### src/source/ghtPkg.sv
// global history table package: table sizes, index types,
// update port and bank write structs, index field helpers
package ghtPkg;

    localparam int NUM_BANKS = 8;
    localparam int NUM_ROWS = 32;
    localparam int ROW_BITS = 256;
    localparam int INIT_CYCLES = 32;

    typedef logic [15:0] addrT;
    typedef logic [15:0] histT;
    typedef logic [15:0] indexT;
    typedef logic [2:0] bankT;
    typedef logic [4:0] rowT;
    typedef logic [7:0] bitSelT;
    typedef logic [ROW_BITS-1:0] rowDataT;

    // one update port
    typedef struct packed {
        logic wen;
        indexT idx;
        logic val;
    } updateT;

    // write command for a single bank, already split into row and bit
    typedef struct packed {
        logic wen;
        rowT row;
        bitSelT bitSel;
        logic val;
    } bankWriteT;

    // bank from index bits 7:6 and 0
    function automatic bankT bankOf(indexT idx);
        return {idx[7:6], idx[0]};
    endfunction

    function automatic rowT rowOf(indexT idx);
        return idx[5:1];
    endfunction

    function automatic bitSelT bitOf(indexT idx);
        return idx[15:8];
    endfunction

endpackage

### src/source/ghtInit.sv
// post-reset sweep counter that clears the table row by row
`timescale 1ns/1ps

module ghtInit (
    input  logic clk,
    input  logic rst,
    output logic init,
    output ghtPkg::rowT initRow,
    output logic initDone
);

    always_ff @(posedge clk) begin
        if (rst) begin
            init <= 1'b1;
            initRow <= '0;
        end else if (init) begin
            // last row cleared this cycle
            if (initRow == ghtPkg::rowT'(ghtPkg::INIT_CYCLES - 1)) begin
                init <= 1'b0;
            end else begin
                initRow <= initRow + 1'b1;
            end
        end
    end

    assign initDone = ~init;

    // sweep counter parks once the table is clear
    initRowParked: assert property (@(posedge clk) disable iff (rst)
        !init |=> $stable(initRow) && !init);

endmodule

### config.mk
export PLATFORM = sky130hd
export DESIGN_NAME = ghtInit
export DESIGN_NICKNAME = d
export VERILOG_FILES = /design/src/source/ghtPkg.sv /design/src/source/ghtInit.sv
export SDC_FILE = /design/constraint.sdc
export NUM_CORES = 1
export LEC_CHECK = 0
export BUFFER_PORTS_ARGS = -buffer_cell sky130_fd_sc_hd__buf_2
export CORE_AREA = 10 10 47 49
export DETAILED_ROUTE_END_ITERATION = 10
export DIE_AREA = 0 0 57 59
export GPL_ROUTABILITY_DRIVEN = 0
export GPL_TIMING_DRIVEN = 0
export PLACE_DENSITY = 0.45
export SLEW_MARGIN = 5
export SYNTH_ARGS = -nofsm -noshare
export SYNTH_HDL_FRONTEND = slang
export SYNTH_SLANG_ARGS = --single-unit
### constraint.sdc
create_clock -name clk -period 4.6 [get_ports clk]
set_input_delay 0 -clock clk [delete_from_list [all_inputs] [get_ports clk]]
set_output_delay 0 -clock clk [all_outputs]
set_load 0.05 [all_outputs]
# == Word level (Yosys, flattened, before mapping) ==
# Cells that the tools add are included.
# op_classes
n_addsub,1
eq_ne,1
muxes,2
bitwise_logic,2
n_reduce_logical,1
# ops
cell,count
"5-bit by 1-bit adder with 5-bit output, second input constant",1
"5-bit == test, second input constant",1
1-bit 2-to-1 mux,2
1-bit NOT,2
2-bit AND reduction,1
# word_totals
ff_bits,6
input_bits,2
output_inout_bits,7
word_cells,9

# == Depth between registers and ports, before layout ==
# logic_depth
depth_word,3
depth_mapped,7
mapped_depth_nobuf,6

# == Worst setup path after synthesis ==
# No wires, ideal clock.
# synth_path
kind,register to register
startpoint,reg initRow[0]
endpoint,reg initRow[3]
setup_ns,0.121
arrival_time_ns,1.923
required_ns,4.479
path_slack_ns,2.556
stages_incl_launch_ff,8
period_less_slack_ns,2.044
cell_sequence,dfxtp_1 ha_1 and3_1 ha_1 and2b_1 buf_6 nand4_4 mux2_4
# synth_via
elab_chain_cells,3
# synth_rtl
item,line_no,rtl
"start, declared",ghtInit.sv:8,"output ghtPkg::rowT initRow,"
"start signal, assigned",ghtInit.sv:21,initRow <= initRow + 1'b1;
branches (longest 3 deep; another with 5-bit by 1-bit adder with 5-bit output),--,
# Parallel ways; which one is timed is not known.
# A chain may end at the register's enable or synchronous reset.

# == Worst setup path after layout ==
# Same ends and word-level chain as after synthesis.

==> out/qor_table.md <==
| Item | Reported | Unit |
| --- | --- | --- |
| Top cell types by occurrence after synthesis | dfxtp_1, nor2_1, ha_1, mux2i_1 | - |
| Worst path required time | 4.73 | ns |
| Number of enable flip-flop cells after synthesis | 0 | - |
| Register clock-pin slew on the reported worst setup and hold paths | 0.04 | ns |
| Launch instance of the worst min-delay path | rst | - |
| Syn Inst Count | 26 | - |
| Post-CTS Hold Buffers | 0 | - |
| Fraction of power consumed by combinational cells | 13.8 | % |
| Syn Std Cell Area | 287 | sq um |
| Antenna Nets Post-Route | 0 | - |
| Net Sw Frac | 27.4 | % |
| Clk sinks | 6 | - |
| Average routed wire per standard cell | 10.9 | microns |
| Fmax | 559 | MHz |
| Post-layout power | 122 | uW |
| Wire length of the first global-routing pass | 959 | microns |
| Worst setup path category | reg -> reg | - |
| Layout Nets | 43 | - |
| Power density over cell area | 331 | nW/um^2 |
| Number of unique standard cell types used by synthesis | 15 | - |
| Number of H-tree levels | 1 | - |
| Top FF cell, synth | dfxtp_1 | - |
| Fraction of post-synthesis cell area in the top cell type by area | 41.9 | % |
| Slew at the pin with the worst max-slew slack | 0.253 | ns |
| Initial antenna violation count | 0 | - |
| Number of storage elements in the synthesis netlist | 6 | - |
| Antenna diodes | 0 | - |
| Count of input and output buffers | 8 | - |
| Routed vias/inst | 4.09 | - |
| Post-synthesis sequential area ratio | 41.9 | % |
| Remaining Overflow, GRT | 0 | - |
| Worst hold-check slack | 0.0173 | ns |
| Most area-consuming cells after synthesis | dfxtp_1, ha_1, nand4_4, mux2i_1, nor2_1 | - |
| Number of vias after detailed routing | 217 | - |
| Switching component of the power | 33.5 | uW |
| Setup crit start kind | register | - |
| Most used standard cell by instance count after synthesis | dfxtp_1 | - |
| Total of cells resized after clock tree synthesis | 0 | - |
| Result of the run | finished clean | - |
| Startpoint of the worst setup timing path | initRow[0]$_SDFFE_PP0P_ | - |
| Count of yosys warnings during synthesis | 0 | - |
| Floorplan row count | 14 | - |
| PnR worst setup slack | 2.81 | ns |
| Maximum buffer depth of the clock tree | 2 | - |
| Proportion of layout cells with a drive suffix above 1 | 37.8 | % |
| Finish-stage setup viols | 0 | - |
| Clock tree root driver cell | clkbuf_4 | - |
| Largest net degree at the start of global routing | 8 | - |
| Source of the worst register-to-register timing path | initRow[0]$_SDFFE_PP0P_ | - |
| Later-pin clock latency in the skew report | 0.24 | ns |
| Clock tree from TritonCTS | built | - |
| Data arrival time of the worst path | 1.92 | ns |
| Leakage power | 0.204 | nW |
| Number of iterations in the first detailed-routing pass | 2 | - |
| Min Tclk post-route | 1.79 | ns |
| Clock buffers created by TritonCTS | 3 | - |
| Clock tree skew after final layout | 0.000537 | ns |
| Top-level port count | 9 | - |
| Residual DRC count | 0 | - |
| Pre-CTS setup slack | 2.81 | ns |
| Starting Density | 20.4 | % |
| X dimension of the die | 57 | microns |
| Endpoint class of the critical path | register | - |
| Total die area | 3360 | sq um |
| Number of maximum-capacitance constraint violations | 0 | - |
| Final routed wirelength across all metal layers | 580 | microns |
| TNS Setup | 0 | ns |
| Sequential share of power | 47.5 | % |
| Min-Delay Path Class | in -> reg | - |
| Die outline height | 59 | microns |
| Remaining max-slew budget at the tightest pin | 83.2 | % |
| Internal Pwr Total | 88.7 | uW |
| Proportion of synthesized flip-flops having asynchronous set or reset | 0 | % |
| RSZ-0062 raised after global routing | false | - |
| Largest fanout of any net on the critical path | 5 | - |
| Total of fill cells in the finished design | 159 | - |
| Relative contribution of the clock network to total power | 38.7 | % |
| Total nets after synthesis | 30 | - |
| Max Slew Vio Count | 0 | - |
| Final HPWL DP | 463 | microns |
| Total routing usage reported by global routing | 3.94 | % |
| Cell type contributing the most total cell area after synthesis | dfxtp_1 | - |
| Drt first-iter violations | 3 | - |
| Area growth syn-to-layout | 28.8 | % |
| Average size of a mapped cell | 11.0 | sq um |
| Placeable core region | 1400 | sq um |
| Utilization of the core after routing | 26.3 | % |
| Final worst path period share | 38.9 | % |
| Setup bufs post-CTS | 0 | - |
| Vias in the first global route | 223 | - |
| Maximum ir drop on the vdd rail | 0.000128 | V |
| Number of hold-slack violations in the final timing report | 0 | - |
[registers in the layout, indices dropped and copies added (netlist names)]
register and count:
initRow 5, init 1
[worst paths after layout]
kind | endpoint | slack, ns | cells past startpoint
worst min register to register | initRow[4]$_SDFFE_PP0P_ | 0.52 | 2
worst max register to register | initRow[3]$_SDFFE_PP0P_ | 2.81 | 7
worst min-delay path | initRow[4]$_SDFFE_PP0P_ | 0.02 | 2
worst max-delay path | initRow[3]$_SDFFE_PP0P_ | 2.81 | 7
[power by group through the flow]
stage	combinational, mW	clock (mW)	sequential, mW
6_report	0.0169	0.0473	0.0581
5_1_grt	0.0185	0.0539	0.0585
4_1_cts	0.0174	0.0500	0.0581
3_5_place_dp	0.0172	0	0.0590
3_3_place_gp	0.0169	0	0.0588
2_1_floorplan	0.00452	0	0.0669
[placed cells by master, fill, tap and decap left out]
cell type	count
nand3b_1	1
inv_1	1
nor2b_1	1
and2b_1	1
xnor2_1	1
ha_1	2
clkbuf_4	3
nand4_4	1
buf_2	8
buf_6	1
xor2_1	1
or2_1	1
mux2_4	1
nor2_1	5
dfxtp_1	6
and3_1	1
mux2i_1	2
[cells by family after synthesis]
family	Yosys count	share of synthesized area (%)
muxes	3	12.2
adders and majority gates	2	8.73
and+or+nand+nor	11	25.8
DFF	6	41.9
buffers and inverters	2	5.24
xor gates and xnor gates	2	6.11
[through the flow]
stage | area, sq um | std cells
2_1_floorplan | 287 | 26
3_3_place_gp | 347 | 50
3_5_place_dp | 347 | 50
4_1_cts | 369 | 53
5_1_grt | 369 | 53
6_report | 369 | 53
[critical path, stage by stage, from the launching register on]
cell and delay, ns:
dfxtp_1 0.36, ha_1 0.23, and3_1 0.18, ha_1 0.17
and2b_1 0.20, buf_6 0.13, nand4_4 0.10, mux2_4 0.30
[layer usage]
| layer | track usage (%) | wire length, microns | share of wire (%) |
|---|---|---|---|
| met1 | 4.17 | 278 | 48 |
| met2 | 4.81 | 237 | 41 |
| met3 | 2.79 | 42 | 7.2 |
| met4 | 4.03 | 22 | 3.8 |
| met5 | 0 | 0 | 0 |
[area by class of cell]
type	instances	area (sq um)	area share, %
plain buffers	1	11.3	3.05
repair buffers	8	40.0	10.8
multi-input cells	18	151	41.0
clock buffers	3	22.5	6.10
inverters	1	3.75	1.02
well taps	16	20.0	5.42
flip-flops and latches	6	120	32.5
Note: power is estimated with default switching activity, not from simulation.
