### src/source/ghtPkg.sv
// global history table package: table sizes, index types,
// update port and bank write structs, index field helpers
package ghtPkg;

    localparam int NUM_BANKS = 8;
    localparam int NUM_ROWS = 32;
    localparam int ROW_BITS = 256;
    localparam int INIT_CYCLES = 32;

    typedef logic [15:0] addrT;
    typedef logic [15:0] histT;
    typedef logic [15:0] indexT;
    typedef logic [2:0] bankT;
    typedef logic [4:0] rowT;
    typedef logic [7:0] bitSelT;
    typedef logic [ROW_BITS-1:0] rowDataT;

    // one update port
    typedef struct packed {
        logic wen;
        indexT idx;
        logic val;
    } updateT;

    // write command for a single bank, already split into row and bit
    typedef struct packed {
        logic wen;
        rowT row;
        bitSelT bitSel;
        logic val;
    } bankWriteT;

    // bank from index bits 7:6 and 0
    function automatic bankT bankOf(indexT idx);
        return {idx[7:6], idx[0]};
    endfunction

    function automatic rowT rowOf(indexT idx);
        return idx[5:1];
    endfunction

    function automatic bitSelT bitOf(indexT idx);
        return idx[15:8];
    endfunction

endpackage

### src/source/ghtLookup.sv
// lookup stage: captures address and history, hashes the index
// and picks the prediction bit from the addressed bank
`timescale 1ns/1ps

module ghtLookup (
    input  logic clk,
    input  logic rst,
    input  logic init,
    input  logic readEn,
    input  ghtPkg::addrT addr,
    input  ghtPkg::histT hist,
    output ghtPkg::rowT readRow,
    output ghtPkg::bitSelT readBit,
    input  logic [ghtPkg::NUM_BANKS-1:0] bankBits,
    output logic pred,
    output logic predValid
);

    ghtPkg::addrT addrQ;
    ghtPkg::histT histQ;
    ghtPkg::indexT idx;

    always_ff @(posedge clk) begin
        if (readEn && !init) begin
            addrQ <= addr;
            histQ <= hist;
        end
    end

    always_ff @(posedge clk) begin
        if (rst) begin
            predValid <= 1'b0;
        end else begin
            predValid <= readEn & ~init;
        end
    end

    // hashed index
    assign idx = addrQ ^ histQ;

    assign readRow = ghtPkg::rowOf(idx);
    assign readBit = ghtPkg::bitOf(idx);
    assign pred = bankBits[ghtPkg::bankOf(idx)];

endmodule

### config.mk
export PLATFORM = sky130hd
export DESIGN_NAME = ghtLookup
export DESIGN_NICKNAME = d
export VERILOG_FILES = /design/src/source/ghtPkg.sv /design/src/source/ghtLookup.sv
export SDC_FILE = /design/constraint.sdc
export NUM_CORES = 1
export LEC_CHECK = 0
export BUFFER_PORTS_ARGS = -buffer_cell sky130_fd_sc_hd__buf_2
export CAP_MARGIN = 25
export CELL_PAD_IN_SITES_DETAIL_PLACEMENT = 0
export CELL_PAD_IN_SITES_GLOBAL_PLACEMENT = 1
export CORE_MARGIN = 4
export CORE_UTILIZATION = 32
export DETAILED_ROUTE_END_ITERATION = 8
export PLACE_DENSITY_LB_ADDON = 0.15
export SETUP_SLACK_MARGIN = 0.15
export SLEW_MARGIN = 20
export SYNTH_ARGS = -nofsm -noshare
export SYNTH_HDL_FRONTEND = slang
export SYNTH_SLANG_ARGS = --single-unit
### constraint.sdc
create_clock -name clk -period 1.9 [get_ports clk]
set_input_delay 0.095 -clock clk [delete_from_list [all_inputs] [get_ports clk]]
set_output_delay 0.095 -clock clk [all_outputs]
set_load 0.05 [all_outputs]
### Word-level counts from Yosys, hierarchy flattened

Index checks and enable logic that the tools add are counted.

* flip-flop bits (word level): 33
* input port bits: 44
* output and inout port bits: 15

* $lt $le $gt $ge: 1
* multiplexer cells: 2
* bitwise logic cells: 3
* reductions and logical operators: 2

Operators with widths (number)
* bitwise XOR 16 bit: 1
* less-than comparator 3 x 4 -> 1 bit (second input constant): 1
* binary-select mux 1 bit (select 3 bit): 1
* AND 1 bit: 1
* logical AND 1 bit: 1
* zero test 1 bit: 1
* two-way mux 1 bit: 1
* NOT 1 bit: 1

### Logic depth before layout (Yosys ltp)

* depth after elaboration: 3
* depth in mapped cells: 3
* depth with buffers taken out: 3

### Worst setup path before layout

Ideal clock, no wire load.

* kind: input -> register
* from: in init
* to: reg addrQ[0], enable pin
* library setup time: 0.426 ns
* arrival: 1.567 ns
* required time: 1.474 ns
* setup slack: -0.094 ns
* stages on the path: 1
* path buffers: 0
* path through: nor2b_1

* cells in the longest elaborated chain, start to end: 2

RTL lines
* start: declaration: line ghtLookup.sv:8 `input logic init,`
* zero test 1 bit: line ghtLookup.sv:24 `if (readEn && !init) begin`
* logical AND 1 bit: line ghtLookup.sv:24
* end signal: assignment: line ghtLookup.sv:25 `addrQ <= addr;`
* end: declaration: line ghtLookup.sv:19 `ghtPkg::addrT addrQ;`

No other way between the ends.
A chain may end at the register's enable or synchronous reset.

### Final worst setup path

* from: reg histQ[0]
* to: out pred

* cells in the longest elaborated chain, start to end: 3

RTL lines
* start: declaration: line ghtLookup.sv:20 `ghtPkg::histT histQ;`
* start signal: assignment: line ghtLookup.sv:26 `histQ <= hist;`
* bitwise XOR 16 bit: line ghtLookup.sv:39 `assign idx = addrQ ^ histQ;`
* binary-select mux 1 bit (select 3 bit): line ghtLookup.sv:43 `assign pred = bankBits[ghtPkg::bankOf(idx)];`
* two-way mux 1 bit (not written as such): line ghtLookup.sv:43
* end: declaration: line ghtLookup.sv:15 `output logic pred,`

No other way between the ends. The select of a mux whose other input is x is not followed.

==> impl_metrics.csv <==
group,metric,value,unit
clock_network,clk_pin_slew,60,ps
yosys,ys_seq_area_frac,0.8192,
route,met1_length,853,um
clock_network,clk_path_buf_depth,2,
die,initial_core_util,0.3452,
yosys,async_flop_share,0,
die,num_rows,21,
yosys,synth_commonest_cells,"edfxtp_1 (32), xor2_1 (15), mux4_1 (2), nor2b_1 (2)",
final_layout,antennaDiodeCount,0,
clock_network,root_buffer,"clkbuf_8",
clock_network,cts_buffers,5,
yosys,synth_top_flop_cell,"edfxtp_1",
worst_setup_path,cp.arrival,1880,ps
worst_setup_path,critPathMaxFanout,2,
global_routing,grtUsageTotal,0.1073,
worst_setup_path,start_kind,"flip-flop",
final_layout,nets,197,
power,leakage,0.8257,nW
yosys,yosysMostFrequentCell,"edfxtp_1",
clock_network,clock-sinks,33,
sta,timing.final.ws_setup,-73.97,ps
power,power_density,870.2,nW/um2
route,drtIter0Drc,19,
hold_path,hold_class,"primary input to flip-flop",
final_layout,n_fill_cell,295,
route,vias_per_cell,4.090,
sta,finalCriticalPeriod,1974,ps
yosys,synth_edf_count,32,
yosys,synth_cell_types,7,
clock_network,post_cts_buffers,0,
die,dieArea,4784,um2
global_routing,grt_pass1_vias,912,
worst_setup_path,cp_cell_sequence,"xnor2_2 > mux4_2 > mux2_4 > buf_8",
sta,slew_violations,0,
yosys,syn_inst,54,
clock_network,cts_tree,"built",
route,ant_nets,0,
placement,post-dp-hpwl,1.588,mm
power,ir_worst_vdd,0.5702,mV
sta,setup-violations-final,1,
sta,max_freq,506.6,MHz
clock_network,h-tree-depth,2,
global_routing,grt_pass1_wl,3.939,mm
die,fp.dieH,69.17,um
sta,hold_viol,0,
sta,maxSlewHeadroom,0.7283,
final_layout,layoutNonFillerInstCount,200,
yosys,syn_area,1197,um2
global_routing,grt_antenna_before_repair,0,
route,drc_errors,0,
route,wirelength,2.372,mm
yosys,synth_top_cell_area_share,0.8025,
placement,gp_congestion,0.7186,
die,core_area,3468,um2
die,die_x,69.17,um
die,pin_count,59,
sta,worstMarginPinSlew,407.5,ps
worst_setup_path,worst_ep_required_time,1800,ps
worst_setup_path,max_stage_delay,520,ps
sta,rsz0062_at_grt,"true",
worst_setup_path,cp-end-kind,"primary output",
route,vias,818,
sta,tns,-73.97,ps
run_status,violations,"setup timing",
yosys,syn-num-nets,98,
final_layout,layout-drive-gt1-share,0.4545,
global_routing,overflow,0,
route,topRoutingLayerUsed,"met4",
yosys,postSynthAreaPerCell,22.17,um2
power,fin_total_pwr,0.001724,W
yosys,yosys.area.top_type,"edfxtp_1",
sta,fin_hold_ws,405.3,ps
yosys,ys_seq_elements,33,
placement,placedCellCount,159,
global_routing,grt_max_degree,34,
route,avgRoutedWirePerCell,11.86,um
final_layout,utilization,0.5711,
yosys,synthTopCellsByArea,"edfxtp_1 (80%), xor2_1 (11%), mux4_1 (4.4%)",
route,dr.pass1.iters,4,
worst_setup_path,crit_type,"flip-flop to primary output",
worst_setup_path,cpMaxStageDelayCell,"mux4_2",
route,wl_met2,1.328,mm
run_status,status,"finished with violations",
sta,period_share,1.039,
final_layout,area.growth.synth_to_final,65.41,%
route,wl_met3,172,um
placement,portBuffers,58,
flow_run,drv_cap,0,
yosys,yosys_warnings,0,
==> flip-flops by register name (all words and copies together) (netlist names) <==
register   count
addrQ         16
histQ         16
predValid      1
==> worst paths after layout <==
path	from	to	slack [ps]	cells past startpoint
worst min-delay path	init	histQ[5]	410	3
worst max-delay path	histQ[0]	pred	-70	4
==> what timing repair did <==
item                                    4_1_cts  5_1_grt
endpoints found under the setup margin        1        1
gates resized for setup                       7        0
pin swaps                                     1        1
endpoints found under the hold margin        32        1
hold buffers                                 32        1
gates cloned                                  0        0
==> where the power goes <==
part | leakage [nW] | internal [W] | switching (W)
registers | 0.309 | 0.000853 | 0.0000196
logic | 0.474 | 0.000154 | 0.000220
clock network | 0.0430 | 0.000246 | 0.000231
==> worst max-delay path: cells and delay by family (launching register included) <==
kind | cells | cell delay, ps
DFF | 1 | 410
xor gates and xnor gates | 1 | 240
buffers and inverters | 1 | 150
muxes | 2 | 810
==> logic make-up (layout without fill, tap and decap cells) <==
family	Yosys count	after routing	share of synthesized area
flops	33	33	0.8192
xor+xnor	16	16	0.1170
mux	3	3	0.05329
simple gates	2	2	0.01045
buf+inv	0	100	0
==> final cells by class <==
class                   instances  area [um2]  area share
flip-flops and latches         33       980.9      0.4953
repair buffers                 92       638.1      0.3222
multi-input cells              21       222.7      0.1124
clock buffers                   5       68.82     0.03474
well taps                      46       57.56     0.02906
clock inverters                 3       12.51    0.006317
==> layout by cell type (no fill, tap or decap) <==
| cell type | count |
|---|---|
| nor2b_2 | 1 |
| nor2b_1 | 1 |
| mux4_2 | 2 |
| dlygate4sd3_1 | 33 |
| mux2_4 | 1 |
| clkinv_1 | 2 |
| xor2_1 | 15 |
| buf_2 | 57 |
| clkbuf_8 | 5 |
| buf_4 | 1 |
| clkinv_2 | 1 |
| buf_8 | 1 |
| xnor2_2 | 1 |
| edfxtp_1 | 32 |
| dfxtp_1 | 1 |
==> metal layers <==
| metal | track usage | vias up |
|---|---|---|
| met5 | 0 | - |
| met4 | 0.04555 | 0 |
| met3 | 0.04928 | 2 |
| met2 | 0.1939 | 36 |
| met1 | 0.1040 | 381 |
| li1 | - | 399 |
==> through the flow <==
step	area (um2)	setup slack, ps
floorplan	1200	253.7
finish	1981	-73.97
CTS	1971	-111.5
global placement	1555	164.4
global route	1981	-161.3
detailed placement	1555	99.64
Power figures use the tool's default switching activity.
